$ cat src/mem_map_pkg.sv
`default_nettype none

package mem_map_pkg;

    //////////////////////////////////////////////////
    // Widths
    //////////////////////////////////////////////////
    localparam int ADDR_W    = 32;   // Byte address
    localparam int WORD_W    = 32;   // Data word
    localparam int LANE_W    = 8;    // One byte lane
    localparam int NUM_LANES = 4;    // Lanes per word

    // Start of memory mapped I/O, never backed by RAM
    localparam logic [ADDR_W-1:0] IO_BASE = 32'h1100_0000;

    //////////////////////////////////////////////////
    // Types
    //////////////////////////////////////////////////
    typedef logic [ADDR_W-1:0]    addr_t;
    typedef logic [WORD_W-1:0]    word_t;
    typedef logic [NUM_LANES-1:0] lane_en_t;   // One bit per byte lane

endpackage

`default_nettype wire

$ cat src/mem_access_pkg.sv
`default_nettype none

package mem_access_pkg;

    typedef enum logic [1:0] {
        SIZE_BYTE,   // lb / lbu / sb
        SIZE_HALF,   // lh / lhu / sh
        SIZE_WORD    // lw / sw
    } access_size_t;

    typedef enum logic [1:0] {
        REGION_RAM,  // Backed by the word array
        REGION_IO,   // At or above IO_BASE
        REGION_BAD   // Misaligned or past end of RAM
    } region_t;

    // Lowest lane touched by an access
    // Halves sit on lane 0 or 2 only
    function automatic logic [1:0] lane_base(access_size_t size, logic [1:0] offset);
        case (size)
            SIZE_BYTE: lane_base = offset;
            SIZE_HALF: lane_base = {offset[1], 1'b0};
            default:   lane_base = 2'b00;
        endcase
    endfunction

    function automatic logic misaligned(access_size_t size, logic [1:0] offset);
        case (size)
            SIZE_BYTE: misaligned = 1'b0;
            SIZE_HALF: misaligned = offset[0];           // Odd half offset
            SIZE_WORD: misaligned = (offset != 2'b00);
            default:   misaligned = 1'b1;                // Unused size code
        endcase
    endfunction

endpackage

`default_nettype wire

$ cat src/data_port_if.sv
`default_nettype none

interface data_port_if #(
    parameter int RAM_AW = 10
);
    import mem_map_pkg::*;
    import mem_access_pkg::*;

    // Latched request fields, from the sequencer
    addr_t        op_addr;
    access_size_t op_size;
    logic         op_sign;      // Sign extend on load
    word_t        op_wdata;
    logic         op_store;     // 1 store, 0 load
    logic         strobe;       // One cycle, performs the access

    // Decode results
    logic [RAM_AW-1:0] word_idx;
    lane_en_t          lane_en;
    word_t             lane_wdata;
    region_t           region;

    word_t rdata;   // Registered RAM read

    modport seq (
        output op_addr, op_size, op_sign, op_wdata, op_store, strobe,
        input  region
    );

    modport decode (
        input  op_addr, op_size, op_wdata,
        output word_idx, lane_en, lane_wdata, region
    );

    modport ram (
        input  strobe, op_store, word_idx, lane_en, lane_wdata,
        output rdata
    );

    modport ret (
        input strobe, op_store, op_addr, op_size, op_sign, region, rdata
    );

endinterface

`default_nettype wire

$ cat src/access_sequencer.sv
`default_nettype none

module access_sequencer #(
    parameter int WAIT_STATES = 2
) (
    input  wire logic                         MEM_CLK,
    input  wire logic                         rst_n,
    input  wire logic                         ld_req,
    input  wire mem_map_pkg::addr_t           ld_addr,
    input  wire mem_access_pkg::access_size_t ld_size,
    input  wire logic                         ld_sign,
    input  wire logic                         st_req,
    input  wire mem_map_pkg::addr_t           st_addr,
    input  wire mem_access_pkg::access_size_t st_size,
    input  wire mem_map_pkg::word_t           st_wdata,
    output logic                              ld_ack,
    output logic                              st_ack,
    output logic                              ld_err,
    output logic                              st_err,
    output logic                              io_wr,      // One cycle per I/O store
    output mem_map_pkg::word_t                io_wdata,
    output logic                              timer_start,
    input  wire logic                         timer_done,
    data_port_if.seq                          dp
);
    import mem_access_pkg::*;

    typedef enum logic [2:0] {
        ST_IDLE,      // Waiting for a req
        ST_WAIT,      // Wait states running
        ST_STROBE,    // Access performed this cycle
        ST_ACK,       // ack high until req drops
        ST_RELEASE    // ack low, one gap cycle
    } state_t;

    state_t state;
    logic   accept;      // Request taken this cycle
    logic   wait_over;
    logic   req_held;    // req of the port being served
    logic   bad;

    assign accept      = (state == ST_IDLE) && (ld_req || st_req);
    assign timer_start = accept;
    assign wait_over   = (WAIT_STATES == 0) || timer_done;   // No wait states, strobe next
    assign req_held    = dp.op_store ? st_req : ld_req;
    assign bad         = (dp.region == REGION_BAD);
    assign dp.strobe   = (state == ST_STROBE);

    //////////////////////////////////////////////////
    // Handshake FSM
    //////////////////////////////////////////////////
    always_ff @(posedge MEM_CLK) begin
        if (!rst_n) begin
            state  <= ST_IDLE;
            ld_ack <= 1'b0;
            st_ack <= 1'b0;
            ld_err <= 1'b0;
            st_err <= 1'b0;
            io_wr  <= 1'b0;
        end else begin
            io_wr <= 1'b0;   // Pulse only
            case (state)
                ST_IDLE:    if (accept) state <= ST_WAIT;
                ST_WAIT:    if (wait_over) state <= ST_STROBE;
                ST_STROBE: begin
                    state <= ST_ACK;
                    if (dp.op_store) begin
                        st_ack <= 1'b1;
                        st_err <= bad;
                        io_wr  <= (dp.region == REGION_IO);
                    end else begin
                        ld_ack <= 1'b1;
                        ld_err <= bad;
                    end
                end
                ST_ACK: begin
                    // Other port waits while this req is held
                    if (!req_held) begin
                        ld_ack <= 1'b0;
                        st_ack <= 1'b0;
                        ld_err <= 1'b0;
                        st_err <= 1'b0;
                        state  <= ST_RELEASE;
                    end
                end
                ST_RELEASE: state <= ST_IDLE;
                default:    state <= ST_IDLE;
            endcase
        end
    end

    //////////////////////////////////////////////////
    // Request fields, load wins
    //////////////////////////////////////////////////
    always_ff @(posedge MEM_CLK) begin
        if (accept) begin
            dp.op_store <= !ld_req;
            dp.op_addr  <= ld_req ? ld_addr : st_addr;
            dp.op_size  <= ld_req ? ld_size : st_size;
            dp.op_sign  <= ld_req && ld_sign;   // Stores never extend
            dp.op_wdata <= st_wdata;            // Ignored on loads
        end
        if (dp.strobe && dp.op_store && (dp.region == REGION_IO))
            io_wdata <= dp.op_wdata;            // Valid with io_wr
    end

endmodule

`default_nettype wire

$ cat src/flat_wrapper.sv
// flat-port wrapper written by rule: the top's interface ports become plain ports
module access_sequencer_flat import mem_access_pkg::*;
#(
    parameter int WAIT_STATES = 2
)
  (MEM_CLK, rst_n, ld_req, ld_addr, ld_size, ld_sign, st_req, st_addr, st_size, st_wdata, ld_ack, st_ack, ld_err, st_err, io_wr, io_wdata, timer_start, timer_done, dp_op_addr, dp_op_size, dp_op_sign, dp_op_wdata, dp_op_store, dp_strobe, dp_region);
  data_port_if dp_i ();
  input  wire logic MEM_CLK;
  input  wire logic rst_n;
  input  wire logic ld_req;
  input  wire mem_map_pkg::addr_t ld_addr;
  input  wire mem_access_pkg::access_size_t ld_size;
  input  wire logic ld_sign;
  input  wire logic st_req;
  input  wire mem_map_pkg::addr_t st_addr;
  input  wire mem_access_pkg::access_size_t st_size;
  input  wire mem_map_pkg::word_t st_wdata;
  output logic ld_ack;
  output logic st_ack;
  output logic ld_err;
  output logic st_err;
  output logic io_wr;
  output mem_map_pkg::word_t io_wdata;
  output logic timer_start;
  input  wire logic timer_done;
  output wire logic [$bits(dp_i.op_addr)-1:0] dp_op_addr;
  output wire logic [$bits(dp_i.op_size)-1:0] dp_op_size;
  output wire logic [$bits(dp_i.op_sign)-1:0] dp_op_sign;
  output wire logic [$bits(dp_i.op_wdata)-1:0] dp_op_wdata;
  output wire logic [$bits(dp_i.op_store)-1:0] dp_op_store;
  output wire logic [$bits(dp_i.strobe)-1:0] dp_strobe;
  input wire logic [$bits(dp_i.region)-1:0] dp_region;
  assign dp_op_addr = dp_i.op_addr;
  assign dp_op_size = dp_i.op_size;
  assign dp_op_sign = dp_i.op_sign;
  assign dp_op_wdata = dp_i.op_wdata;
  assign dp_op_store = dp_i.op_store;
  assign dp_strobe = dp_i.strobe;
  assign dp_i.region = dp_region;
  access_sequencer #(.WAIT_STATES(WAIT_STATES)) u_core (.MEM_CLK(MEM_CLK), .rst_n(rst_n), .ld_req(ld_req), .ld_addr(ld_addr), .ld_size(ld_size), .ld_sign(ld_sign), .st_req(st_req), .st_addr(st_addr), .st_size(st_size), .st_wdata(st_wdata), .ld_ack(ld_ack), .st_ack(st_ack), .ld_err(ld_err), .st_err(st_err), .io_wr(io_wr), .io_wdata(io_wdata), .timer_start(timer_start), .timer_done(timer_done), .dp(dp_i));
endmodule
$ cat config.mk
export PLATFORM = sky130hd
export DESIGN_NAME = access_sequencer_flat
export DESIGN_NICKNAME = d
export VERILOG_FILES = /design/src/mem_map_pkg.sv /design/src/mem_access_pkg.sv /design/src/data_port_if.sv /design/src/access_sequencer.sv /design/src/flat_wrapper.sv
export SDC_FILE = /design/constraint.sdc
export NUM_CORES = 1
export LEC_CHECK = 0
export BUFFER_PORTS_ARGS = -buffer_cell sky130_fd_sc_hd__buf_2
export CAP_MARGIN = 5
export CORE_AREA = 4 4 110 91
export DETAILED_ROUTE_END_ITERATION = 16
export DIE_AREA = 0 0 114 95
export GPL_TIMING_DRIVEN = 0
export PLACE_DENSITY_LB_ADDON = 0.12
export SLEW_MARGIN = 40
export SYNTH_ARGS = -nofsm -noshare
export SYNTH_HDL_FRONTEND = slang
export SYNTH_SLANG_ARGS = --single-unit
$ cat constraint.sdc
create_clock -name MEM_CLK -period 15.3 [get_ports MEM_CLK]
set_clock_uncertainty 0.1 [all_clocks]
set_input_delay 3.06 -clock MEM_CLK [delete_from_list [all_inputs] [get_ports MEM_CLK]]
set_output_delay 3.06 -clock MEM_CLK [all_outputs]
set_load 0.01 [all_outputs]
Yosys cells after proc, flatten, opt, wreduce, memory -nomap -nowiden
Index checks and enable logic that the tools add are counted.
W data, S select, Z words.
{"block": "totals", "elab_cells": 50, "register_bits": 108, "in_bits": 108}
{"block": "classes", "eq_ne": 10, "n_reduce_logical": 12, "muxes": 16}
{"operator": "$mux W32", "count": 1}
{"operator": "$pmux W3 S4", "count": 1}
{"operator": "$reduce_and A3 Y1", "count": 4}
{"operator": "$mux W3", "count": 3}
{"operator": "$ne A2 B2 Y1 const B", "count": 4}
{"operator": "$pmux W1 S2", "count": 4}
{"operator": "$eq A3 B2 Y1 const B", "count": 2}
{"operator": "$mux W1", "count": 6}
{"operator": "$logic_and A1 B1 Y1", "count": 4}
{"operator": "$eq A3 B1 Y1 const B", "count": 1}
{"operator": "$logic_not A3 Y1", "count": 1}
{"operator": "$eq A2 B1 Y1 const B", "count": 1}
{"operator": "$eq A2 B2 Y1 const B", "count": 1}
{"operator": "$mux W2", "count": 1}
{"operator": "$ne A2 B1 Y1 const B", "count": 1}
{"operator": "$reduce_bool A2 Y1", "count": 1}
{"operator": "$logic_not A1 Y1", "count": 1}
{"operator": "$logic_or A1 B1 Y1", "count": 1}

Logic depth before layout (Yosys ltp)
Gate-level depths: netlist of run 1.
{"block": "depth", "depth_word": 4, "ltp_mapped": 4, "ltp_nobuf": 3}

Worst setup path after synthesis of run 1
No wires, ideal clock.
{"block": "synth_timing", "path_type": "input to output", "startpoint": "input port ld_req", "endpoint": "output port timer_start", "n_path_buf": 1, "arrival_time_ns": 10.006, "slack_ns": 2.134, "cell_stages": 3, "path_cell_list": "buf_4 > nor2_1 > nor4_1"}
{"block": "synth_via", "elab_chain_cells": 2}
{"item": "start: declaration", "line_no": "flat_wrapper.sv:10", "source": "input wire logic ld_req;"}
{"item": "$logic_or A1 B1 Y1", "line_no": "access_sequencer.sv:42", "source": "assign accept = (state == ST_IDLE) && (ld_req || st_req);"}
{"item": "$logic_and A1 B1 Y1", "line_no": "access_sequencer.sv:42"}
{"item": "end: declaration", "line_no": "flat_wrapper.sv:24", "source": "output logic timer_start;"}
No other way between the ends.

Worst setup path after layout of run 1
Same ends and word-level chain as after synthesis.

==> results of run 1 <==
==> worst paths after layout <==
kind	start	endpoint	slack (ns)	cells past startpoint
max	ld_req	timer_start	7.51	8
min	u_core.dp.op_wdata[13]	u_core.io_wdata[13]	0.34	0
max reg2reg	u_core.state[0]	u_core.dp.op_wdata[10]	13.22	6
min reg2reg	u_core.dp.op_wdata[13]	u_core.io_wdata[13]	0.34	0
==> cells in the final DEF, fill, tap and decap left out, types with 2 or more instances in the layout <==
master	instances
mux2_2	6
buf_2	227
o21ai_1	4
dfxtp_1	8
inv_1	5
a21oi_1	4
clkbuf_16	9
nand2_1	2
buf_6	5
inv_8	2
clkinv_4	2
mux2_1	28
buf_4	3
edfxtp_1	100
and2_1	2
mux2i_1	3
nor2_1	2
==> registers in the layout (all words and copies together), names as in the netlist <==
signal              cells
u_core.dp.op_store      1
u_core.state            3
u_core.ld_ack           1
u_core.ld_err           1
u_core.st_err           1
u_core.dp.op_wdata     32
u_core.dp.op_size       2
u_core.dp.op_addr      32
u_core.io_wdata        32
u_core.dp.op_sign       1
u_core.io_wr            1
u_core.st_ack           1
==> worst max-delay path: stages <==
cell	delay (ns)
buf_2	0.12
buf_4	0.20
nor2_1	0.10
nor4_2	0.33
buf_2	0.27
buf_2	0.19
buf_2	0.20
buf_2	0.15
==> cells by family (layout without fill, tap and decap cells) <==
group | Yosys count | in the layout | synth area share, %
compound gates | 10 | 10 | 1.624
mux | 38 | 38 | 11.11
flops | 108 | 108 | 82.10
buf+inv | 12 | 257 | 2.241
simple gates | 17 | 17 | 2.924
==> layer usage <==
layer | wire length, µm | GRT usage, %
met2 | 4218 | 27.49
met1 | 3211 | 18.12
met3 | 1252 | 9.225
met4 | 110 | 4.055
met5 | 0 | 0
==> cell type report <==
class	count	area (µm²)	area share (%)
Timing Repair Buffer	230	1179	21.57
Clock inverter	6	56.30	1.030
Buffer	6	63.81	1.168
Tap cell	115	143.9	2.633
Multi-Input combinational cell	65	610.6	11.17
Inverter	6	22.52	0.4122
Sequential cell	108	3163	57.89
Clock buffer	9	225.2	4.122
==> Yosys cell counts (all sizes together), types with 2 or more instances <==
| cell type | number | area, µm² |
|---|---|---|
| a21oi | 4 | 20.02 |
| and2 | 2 | 12.51 |
| buf | 6 | 63.81 |
| dfxtp | 8 | 160.2 |
| edfxtp | 100 | 3003 |
| inv | 6 | 22.52 |
| mux2 | 35 | 397.9 |
| mux2i | 3 | 30.03 |
| nand2 | 2 | 7.510 |
| nor2 | 2 | 7.510 |
| nor3b | 2 | 20.02 |
| o21ai | 4 | 20.02 |
==> metrics by stage <==
step	instances	utilization [%]
4_1_cts	545	61.25
6_report	545	61.25
5_1_grt	545	61.25
3_5_place_dp	530	58.09
2_1_floorplan	185	-
3_3_place_gp	514	56.80
==> report_power, final <==
part	internal, mW	switching (mW)
combinational	0.0353	0.0400
sequential	0.349	0.00677
clock	0.113	0.102
==> results.py, run 1 <==
metrics = {
    "cells_and_area": {
        "fin_nets": 534,
        "num_antenna_cells": 0,
        "area_growth_syn_to_layout_pct": 41.83,
        "final_area_mm2": 0.005464,
        "drive_gt1_share_pct": 61.16,
        "fillers": 708,
    },
    "yosys": {
        "synth_edf_count": 100,
        "synth_area_mm2": 0.003852,
        "syn_area_per_cell_um2": 20.82,
        "synthArstFlopShare_pct": 0,
        "yosysUniqueCellTypes": 28,
        "yosysSeqAreaShare_pct": 82.10,
        "synthCells": 185,
        "yosys_warnings": 0,
        "yosys_most_used_dff": "edfxtp_1",
        "ys_seq_elements": 108,
        "syn_nets": 293,
    },
    "clocking": {
        "cts_tree": "done",
        "clock_latency_ns": 0.33,
        "cts_setup_buffers": 0,
        "cts_root_buffer": "clkbuf_16",
        "cts_num_sinks": 108,
        "cts-resized-gates": 0,
        "clockBufferDepth": 2,
        "htreeDepth": 3,
        "numCtsBuffers": 9,
        "hold_buffers": 0,
        "clk_pin_slew_ns": 0.07,
    },
    "sta": {
        "grt_setup_unrepaired": "no",
        "slew_headroom_pct": 71.21,
        "whs_ns": 0.3373,
        "max_freq_mhz": 128.4,
        "worst_pin_slew_ns": 0.4282,
        "setup_slack_ns": 7.509,
        "fin_crit_ns": 7.791,
        "slew_viol_final": 0,
        "fin_setup_tns_ns": 0,
        "final-hold-violation-count": 0,
        "report.final.setup_viol": 0,
        "post-route-period-util_pct": 50.92,
    },
    "critical_path": {
        "worstPathArrival_ns": 4.63,
        "critical_path_class": "primary input to primary output",
        "cp-start-kind": "primary input",
        "worst-path-max-fanout": 10,
        "critPathCaptureType": "primary output",
        "worstPathRequired_ns": 12.14,
    },
    "die": {
        "start_util_pct": 43.18,
        "core_area_mm2": 0.008921,
        "rows": 31,
        "die_h_um": 95,
        "fp.dieW_um": 114,
        "io_pins": 215,
        "dieArea_mm2": 0.01083,
    },
    "placement": {
        "pre_cts_ws_ns": 7.466,
        "place.gp.congestion": 0.7319,
        "dp_hpwl_um": 7206,
        "port_buffers": 214,
        "placed_area_mm2": 0.005182,
    },
    "power": {
        "cellPowerDensity_mw_per_mm2": 118.3,
        "p_total_mw": 0.6462,
        "ir_drop_v": 0.00005944,
        "power.leakage_nw": 2.354,
    },
    "grt": {
        "grt_pass1_wl_um": 13420,
        "grt-ovfl-total": 0,
        "antenna_found_initial": 0,
        "grt_util_all_layers_pct": 16.36,
        "grt_start_max_net_pins": 26,
        "grt_pass1_vias": 2573,
    },
    "drt": {
        "drt-total-wl_um": 8793,
        "avgViaCountPerCell": 4.585,
        "wl_per_cell_um": 16.13,
        "drt.antenna.violating_nets": 0,
        "dr.pass1.iters": 4,
        "route.detailed.drc": 0,
        "vias": 2499,
        "drt-initial-drc-count": 109,
    },
    "hold_path": {
        "hold_class": "flop to flop",
    },
    "outcome": {
        "status": "finished, final reports clean",
    },
    "job": {
        "max_cap_violations": 0,
    },
}
Power figures use the tool's default switching activity.
==> run 2: changes to the inputs <==
--- a/config.mk
+++ b/config.mk
@@ -7,9 +7,9 @@
 export LEC_CHECK = 0
 export BUFFER_PORTS_ARGS = -buffer_cell sky130_fd_sc_hd__buf_2
 export CAP_MARGIN = 5
-export CORE_AREA = 4 4 110 91
+export CORE_AREA = 4 4 115 95
 export DETAILED_ROUTE_END_ITERATION = 16
-export DIE_AREA = 0 0 114 95
+export DIE_AREA = 0 0 119 99
 export GPL_TIMING_DRIVEN = 0
 export PLACE_DENSITY_LB_ADDON = 0.12
 export SLEW_MARGIN = 40
==> constraint.sdc (replaced) <==
create_clock -name MEM_CLK -period 6.4 [get_ports MEM_CLK]
set_clock_uncertainty 0.1 [all_clocks]
set_input_delay 1.28 -clock MEM_CLK [delete_from_list [all_inputs] [get_ports MEM_CLK]]
set_output_delay 1.28 -clock MEM_CLK [all_outputs]
set_load 0.01 [all_outputs]
==> run 2 against run 1 <==
- register-to-register slack got worse by 9.0 ns
- worst hold slack better by 0.0083 ns
- sequential share of layout area down 0.42 points
- first-iteration DRC count rose by 14%
- flip-flop and latch count is the same
- final area rose by 0.73%
- total power is 140% higher
- routed wire length rose by 1.9%
- via count is 1.2% lower
- global-route usage fell by 1.4 points
==> results.py, run 2 (synthesized netlist as in run 1, its figures left out) <==
metrics = {
    "grt": {
        "grt-ovfl-total": 0,
        "grt_start_max_net_pins": 24,
        "antenna_found_initial": 0,
        "grt_pass1_vias": 2468,
        "grt_pass1_wl_um": 13340,
        "grt_util_all_layers_pct": 15.00,
    },
    "cells_and_area": {
        "num_antenna_cells": 0,
        "area_growth_syn_to_layout_pct": 42.87,
        "multi_input_area_um2": 619.3,
        "top_regs": "u_core.dp.op_addr (32), u_core.dp.op_wdata (32), u_core.io_wdata (32)",
        "drive_gt1_share_pct": 60.38,
        "area.sequential_mm2": 0.003163,
        "fin_nets": 527,
        "fillers": 793,
        "most-common-layout-cells": "214 x buf_2, 100 x edfxtp_1, 28 x mux2_1",
        "final_common_cell": "buf_2",
    },
    "clocking": {
        "cts_num_sinks": 108,
        "clk_pin_slew_ns": 0.07,
        "cts-resized-gates": 0,
        "hold_buffers": 0,
        "numCtsBuffers": 9,
        "cts_setup_buffers": 0,
        "cts_root_buffer": "clkbuf_16",
        "cts_tree": "done",
        "clockBufferDepth": 2,
        "clock_latency_ns": 0.33,
        "htreeDepth": 3,
    },
    "sta": {
        "whs_ns": 0.3456,
        "report.final.setup_viol": 0,
        "worst_pin_slew_ns": 0.6964,
        "fin_crit_ns": 4.366,
        "max_freq_mhz": 229.0,
        "setup_slack_ns": 2.034,
        "slew_viol_final": 0,
        "final-hold-violation-count": 0,
        "grt_setup_unrepaired": "no",
        "slew_headroom_pct": 53.23,
        "post-route-period-util_pct": 68.22,
    },
    "die": {
        "dieArea_mm2": 0.01178,
        "fp.dieW_um": 119,
        "io_pins": 215,
        "die_h_um": 99,
        "rows": 32,
        "start_util_pct": 39.92,
        "core_area_mm2": 0.009649,
    },
    "power": {
        "combPwrFrac_pct": 11.8,
        "netSwitchingFraction_pct": 23.69,
        "p_int_mw": 1.194,
        "cellPowerDensity_mw_per_mm2": 284.4,
        "switchingPower_mw": 0.3708,
        "ir_drop_v": 0.0001423,
        "power_frac_seq_pct": 54.4,
        "p_clk_share_pct": 33.8,
        "p_total_mw": 1.565,
        "power.leakage_nw": 2.339,
    },
    "critical_path": {
        "worst-path-max-fanout": 10,
        "path_cells": "buf_2 > buf_4 > nor2_1 > nor4_4 > buf_6 > buf_6 > buf_4 > buf_2",
        "cpMaxStageDelayCell": "nor4_4",
        "worst-path-buf-inv": 6,
        "critical_path_class": "primary input to primary output",
        "worstPathArrival_ns": 2.99,
        "cp-start-kind": "primary input",
        "cp_top_family": "buffers and inverters",
        "slowest_delay_ns": 0.54,
        "worstPathRequired_ns": 5.02,
        "critPathCaptureType": "primary output",
    },
    "placement": {
        "port_buffers": 214,
        "dp_hpwl_um": 7194,
        "pre_cts_ws_ns": 2.012,
        "place.gp.congestion": 0.7528,
    },
    "job": {
        "max_cap_violations": 0,
    },
    "drt": {
        "wl_per_cell_um": 15.99,
        "dr.pass1.iters": 4,
        "drt.antenna.violating_nets": 0,
        "vias": 2470,
        "drt-total-wl_um": 8957,
        "avgViaCountPerCell": 4.411,
        "route.detailed.drc": 0,
        "drt-initial-drc-count": 124,
    },
    "hold_path": {
        "hold_class": "flop to flop",
    },
    "outcome": {
        "status": "finished, final reports clean",
    },
}
==> run 2: cell count changes in the layout (fill, tap and decap cells not counted), moves of 2 or more <==
cell | before | now
buf_2 | 227 | 214
buf_6 | 5 | 10
inv_6 | 1 | 3
inv_8 | 2 | 0
==> run 2: power by group through the flow <==
stage / clock, mW / sequential [mW] / combinational, mW
after floorplan: 0 / 0.895 / 0.0531
after global placement: 0 / 0.871 / 0.173
after detailed placement: 0 / 0.868 / 0.189
after CTS: 0.543 / 0.853 / 0.190
after global routing: 0.572 / 0.858 / 0.203
final: 0.529 / 0.851 / 0.185
==> run 2: worst register-to-register path: stages, from the launching register on <==
cell and delay [ns]:
dfxtp_1 0.31, buf_6 0.14, nor4_4 0.64, buf_6 0.24
buf_6 0.16, buf_6 0.16, buf_4 0.18
==> run 2: worst paths after layout <==
kind,from,endpoint,slack [ns],cells past startpoint
max,ld_req,timer_start,2.03,8
max reg2reg,u_core.state[0],u_core.dp.op_addr[29],4.21,6
min reg2reg,u_core.dp.op_wdata[26],u_core.io_wdata[26],0.35,0
min,u_core.dp.op_wdata[26],u_core.io_wdata[26],0.35,0
==> run 2: area by class of cell <==
class | count | area share (%)
buffer | 6 | 1.159
clock buffer | 10 | 4.160
clock inverter | 6 | 1.068
inverter | 6 | 0.4092
multi-input combinational | 65 | 11.25
sequential | 108 | 57.47
tap | 136 | 3.092
timing repair buffer | 223 | 21.39
==> run 2: per-layer routing <==
layer	vias up	part of all wire, %	GRT usage [%]
met4	0	1.6	5.788
li1	1183	-	-
met1	1137	40	17.44
met5	-	0	0
met2	139	48	24.92
met3	11	10	6.139
==> run 2: stage by stage <==
stage                     setup TNS, ns  cells  area (µm²)  utilization (%)
after floorplan                       0    185        3867                -
after global placement          -0.3141    535        5109            52.94
after detailed placement              0    544        5216            54.06
after CTS                             0    560        5504            57.04
after global routing                  0    560        5504            57.04
final                                 0    560        5504            57.04
==> run 3: changes to the inputs <==
==> constraint.sdc (replaced) <==
create_clock -name MEM_CLK -period 3.7 [get_ports MEM_CLK]
set_clock_uncertainty 0.1 [all_clocks]
set_input_delay 0.74 -clock MEM_CLK [delete_from_list [all_inputs] [get_ports MEM_CLK]]
set_output_delay 0.74 -clock MEM_CLK [all_outputs]
set_load 0.01 [all_outputs]
==> run 3 against run 2 <==
- clock-buffer cell count unchanged
- clock power up 71%
- final area up 0.39%
- routed wire length up 0.97%
- register-to-register slack worse by 2.4 ns
- non-clock buffer count up 2
- via count up 1.5%
- critical path type unchanged
- critical endpoint unchanged
- largest cell class unchanged
==> results.py, run 3 (synthesized netlist as in run 1, its figures left out) <==
metrics = {
    "outcome": {
        "status": "finished, final reports clean",
    },
    "die": {
        "fp.dieW_um": 119,
        "start_util_pct": 39.92,
        "rows": 32,
        "die_h_um": 99,
        "io_pins": 215,
        "dieArea_mm2": 0.01178,
        "core_area_mm2": 0.009649,
    },
    "cells_and_area": {
        "final_common_cell": "buf_2",
        "num_antenna_cells": 0,
        "most-common-layout-cells": "214 x buf_2, 100 x edfxtp_1, 28 x mux2_1",
        "multi_input_area_um2": 626.9,
        "drive_gt1_share_pct": 60.80,
        "fillers": 808,
        "fin_cells": 562,
        "fin_nets": 529,
        "area_growth_syn_to_layout_pct": 43.42,
        "area.sequential_mm2": 0.003163,
        "top_regs": "u_core.dp.op_addr (32), u_core.dp.op_wdata (32), u_core.io_wdata (32)",
    },
    "clocking": {
        "cts-resized-gates": 0,
        "htreeDepth": 3,
        "cts_setup_buffers": 0,
        "clockBufferDepth": 2,
        "cts_root_buffer": "clkbuf_16",
        "cts_tree": "done",
        "numCtsBuffers": 9,
        "hold_buffers": 0,
        "clk_pin_slew_ns": 0.07,
        "cts_num_sinks": 108,
        "clock_latency_ns": 0.34,
    },
    "drt": {
        "drt-initial-drc-count": 158,
        "dr.pass1.iters": 5,
        "drt-total-wl_um": 9044,
        "met1Wirelength_um": 3522,
        "avgViaCountPerCell": 4.459,
        "wl_per_cell_um": 16.09,
        "drt.antenna.violating_nets": 0,
        "dr_wl_met3_um": 996,
        "wl_met2_um": 4296,
        "top_layer": "met4",
        "route.detailed.drc": 0,
        "vias": 2506,
    },
    "placement": {
        "dp_hpwl_um": 7355,
        "pre_cts_ws_ns": 0.7646,
        "dpl.cell_count": 546,
        "port_buffers": 214,
        "place.gp.congestion": 0.7414,
    },
    "critical_path": {
        "reg2reg_depth": 5,
        "worstPathArrival_ns": 2.08,
        "critical_path_class": "primary input to primary output",
        "rrSetupSlack_ns": 1.80,
        "worstPathRequired_ns": 2.86,
        "timing.rr.start": "u_core.state[0]",
        "critPathCaptureType": "primary output",
        "cp-start-kind": "primary input",
        "worst-path-max-fanout": 10,
        "rr_endpoint": "u_core.dp.op_wdata[22]",
    },
    "sta": {
        "fin_setup_tns_ns": 0,
        "max_freq_mhz": 342.3,
        "final-hold-violation-count": 0,
        "worst_pin_slew_ns": 0.4749,
        "slew_viol_final": 0,
        "whs_ns": 0.3449,
        "slew_headroom_pct": 68.10,
        "post-route-period-util_pct": 78.95,
        "grt_setup_unrepaired": "no",
        "report.final.setup_viol": 0,
        "fin_crit_ns": 2.921,
        "setup_slack_ns": 0.7789,
    },
    "power": {
        "cellPowerDensity_mw_per_mm2": 488.4,
        "p_clk_share_pct": 33.4,
        "power.leakage_nw": 2.351,
        "switchingPower_mw": 0.6303,
        "power_frac_seq_pct": 54.6,
        "p_int_mw": 2.068,
        "combPwrFrac_pct": 11.9,
        "netSwitchingFraction_pct": 23.36,
        "ir_drop_v": 0.0002784,
    },
    "grt": {
        "grt-ovfl-total": 0,
        "grt_start_max_net_pins": 24,
        "antenna_found_initial": 0,
        "grt_pass1_wl_um": 13940,
        "grt_util_all_layers_pct": 15.61,
        "grt_pass1_vias": 2603,
    },
    "hold_path": {
        "hold_class": "flop to flop",
        "hold_path.startpoint": "u_core.dp.op_wdata[21]",
        "min_to": "u_core.io_wdata[21]",
        "hold_path_depth": 0,
    },
    "job": {
        "max_cap_violations": 0,
    },
}
-- run 3: metal layers --
layer	vias up	global-route usage [%]
li1	1188	-
met1	1156	17.54
met2	147	25.10
met3	15	7.688
met4	0	7.213
met5	-	0
-- run 3: through the flow --
| stage | utilization, % | instance area, µm² | power, mW |
|---|---|---|---|
| final | 57.26 | 5525 | 2.698 |
| after global routing | 57.26 | 5525 | 2.826 |
| after CTS | 57.26 | 5525 | 2.742 |
| after detailed placement | 54.31 | 5240 | 1.831 |
| after global placement | 53.15 | 5129 | 1.808 |
| after floorplan | - | 3887 | 1.642 |
-- run 3: critical path: stages --
cell and delay [ns]:
buf_2 0.14, buf_12 0.15, nor2_4 0.05, nor4_4 0.43, buf_4 0.27, buf_6 0.16, buf_2 0.13
-- run 3: final cells by class --
class	instances	share of cell area, %
flip-flops and latches	108	57.25
multi-input cells	65	11.35
clock buffers	10	4.144
repair buffers	225	21.38
well taps	136	3.080
clock inverters	6	1.019
inverters	6	0.4076
plain buffers	6	1.381
-- run 3: worst max-delay path by stage --
stage	from	end	slack [ns]
after floorplan	ld_req	timer_start	-0.31
after global placement	ld_req	timer_start	-1.91
after detailed placement	ld_req	timer_start	0.76
after CTS	ld_req	timer_start	0.75
after global routing	ld_req	timer_start	0.66
final	ld_req	timer_start	0.78
-- run 3: power by group through the flow --
stage / Sequential, mW / Clock [mW] / Combinational [mW]
floorplan: 1.55 / 0 / 0.0939
global placement: 1.51 / 0 / 0.300
detailed placement: 1.50 / 0 / 0.329
CTS: 1.48 / 0.936 / 0.331
global route: 1.48 / 0.988 / 0.354
finish: 1.47 / 0.902 / 0.322
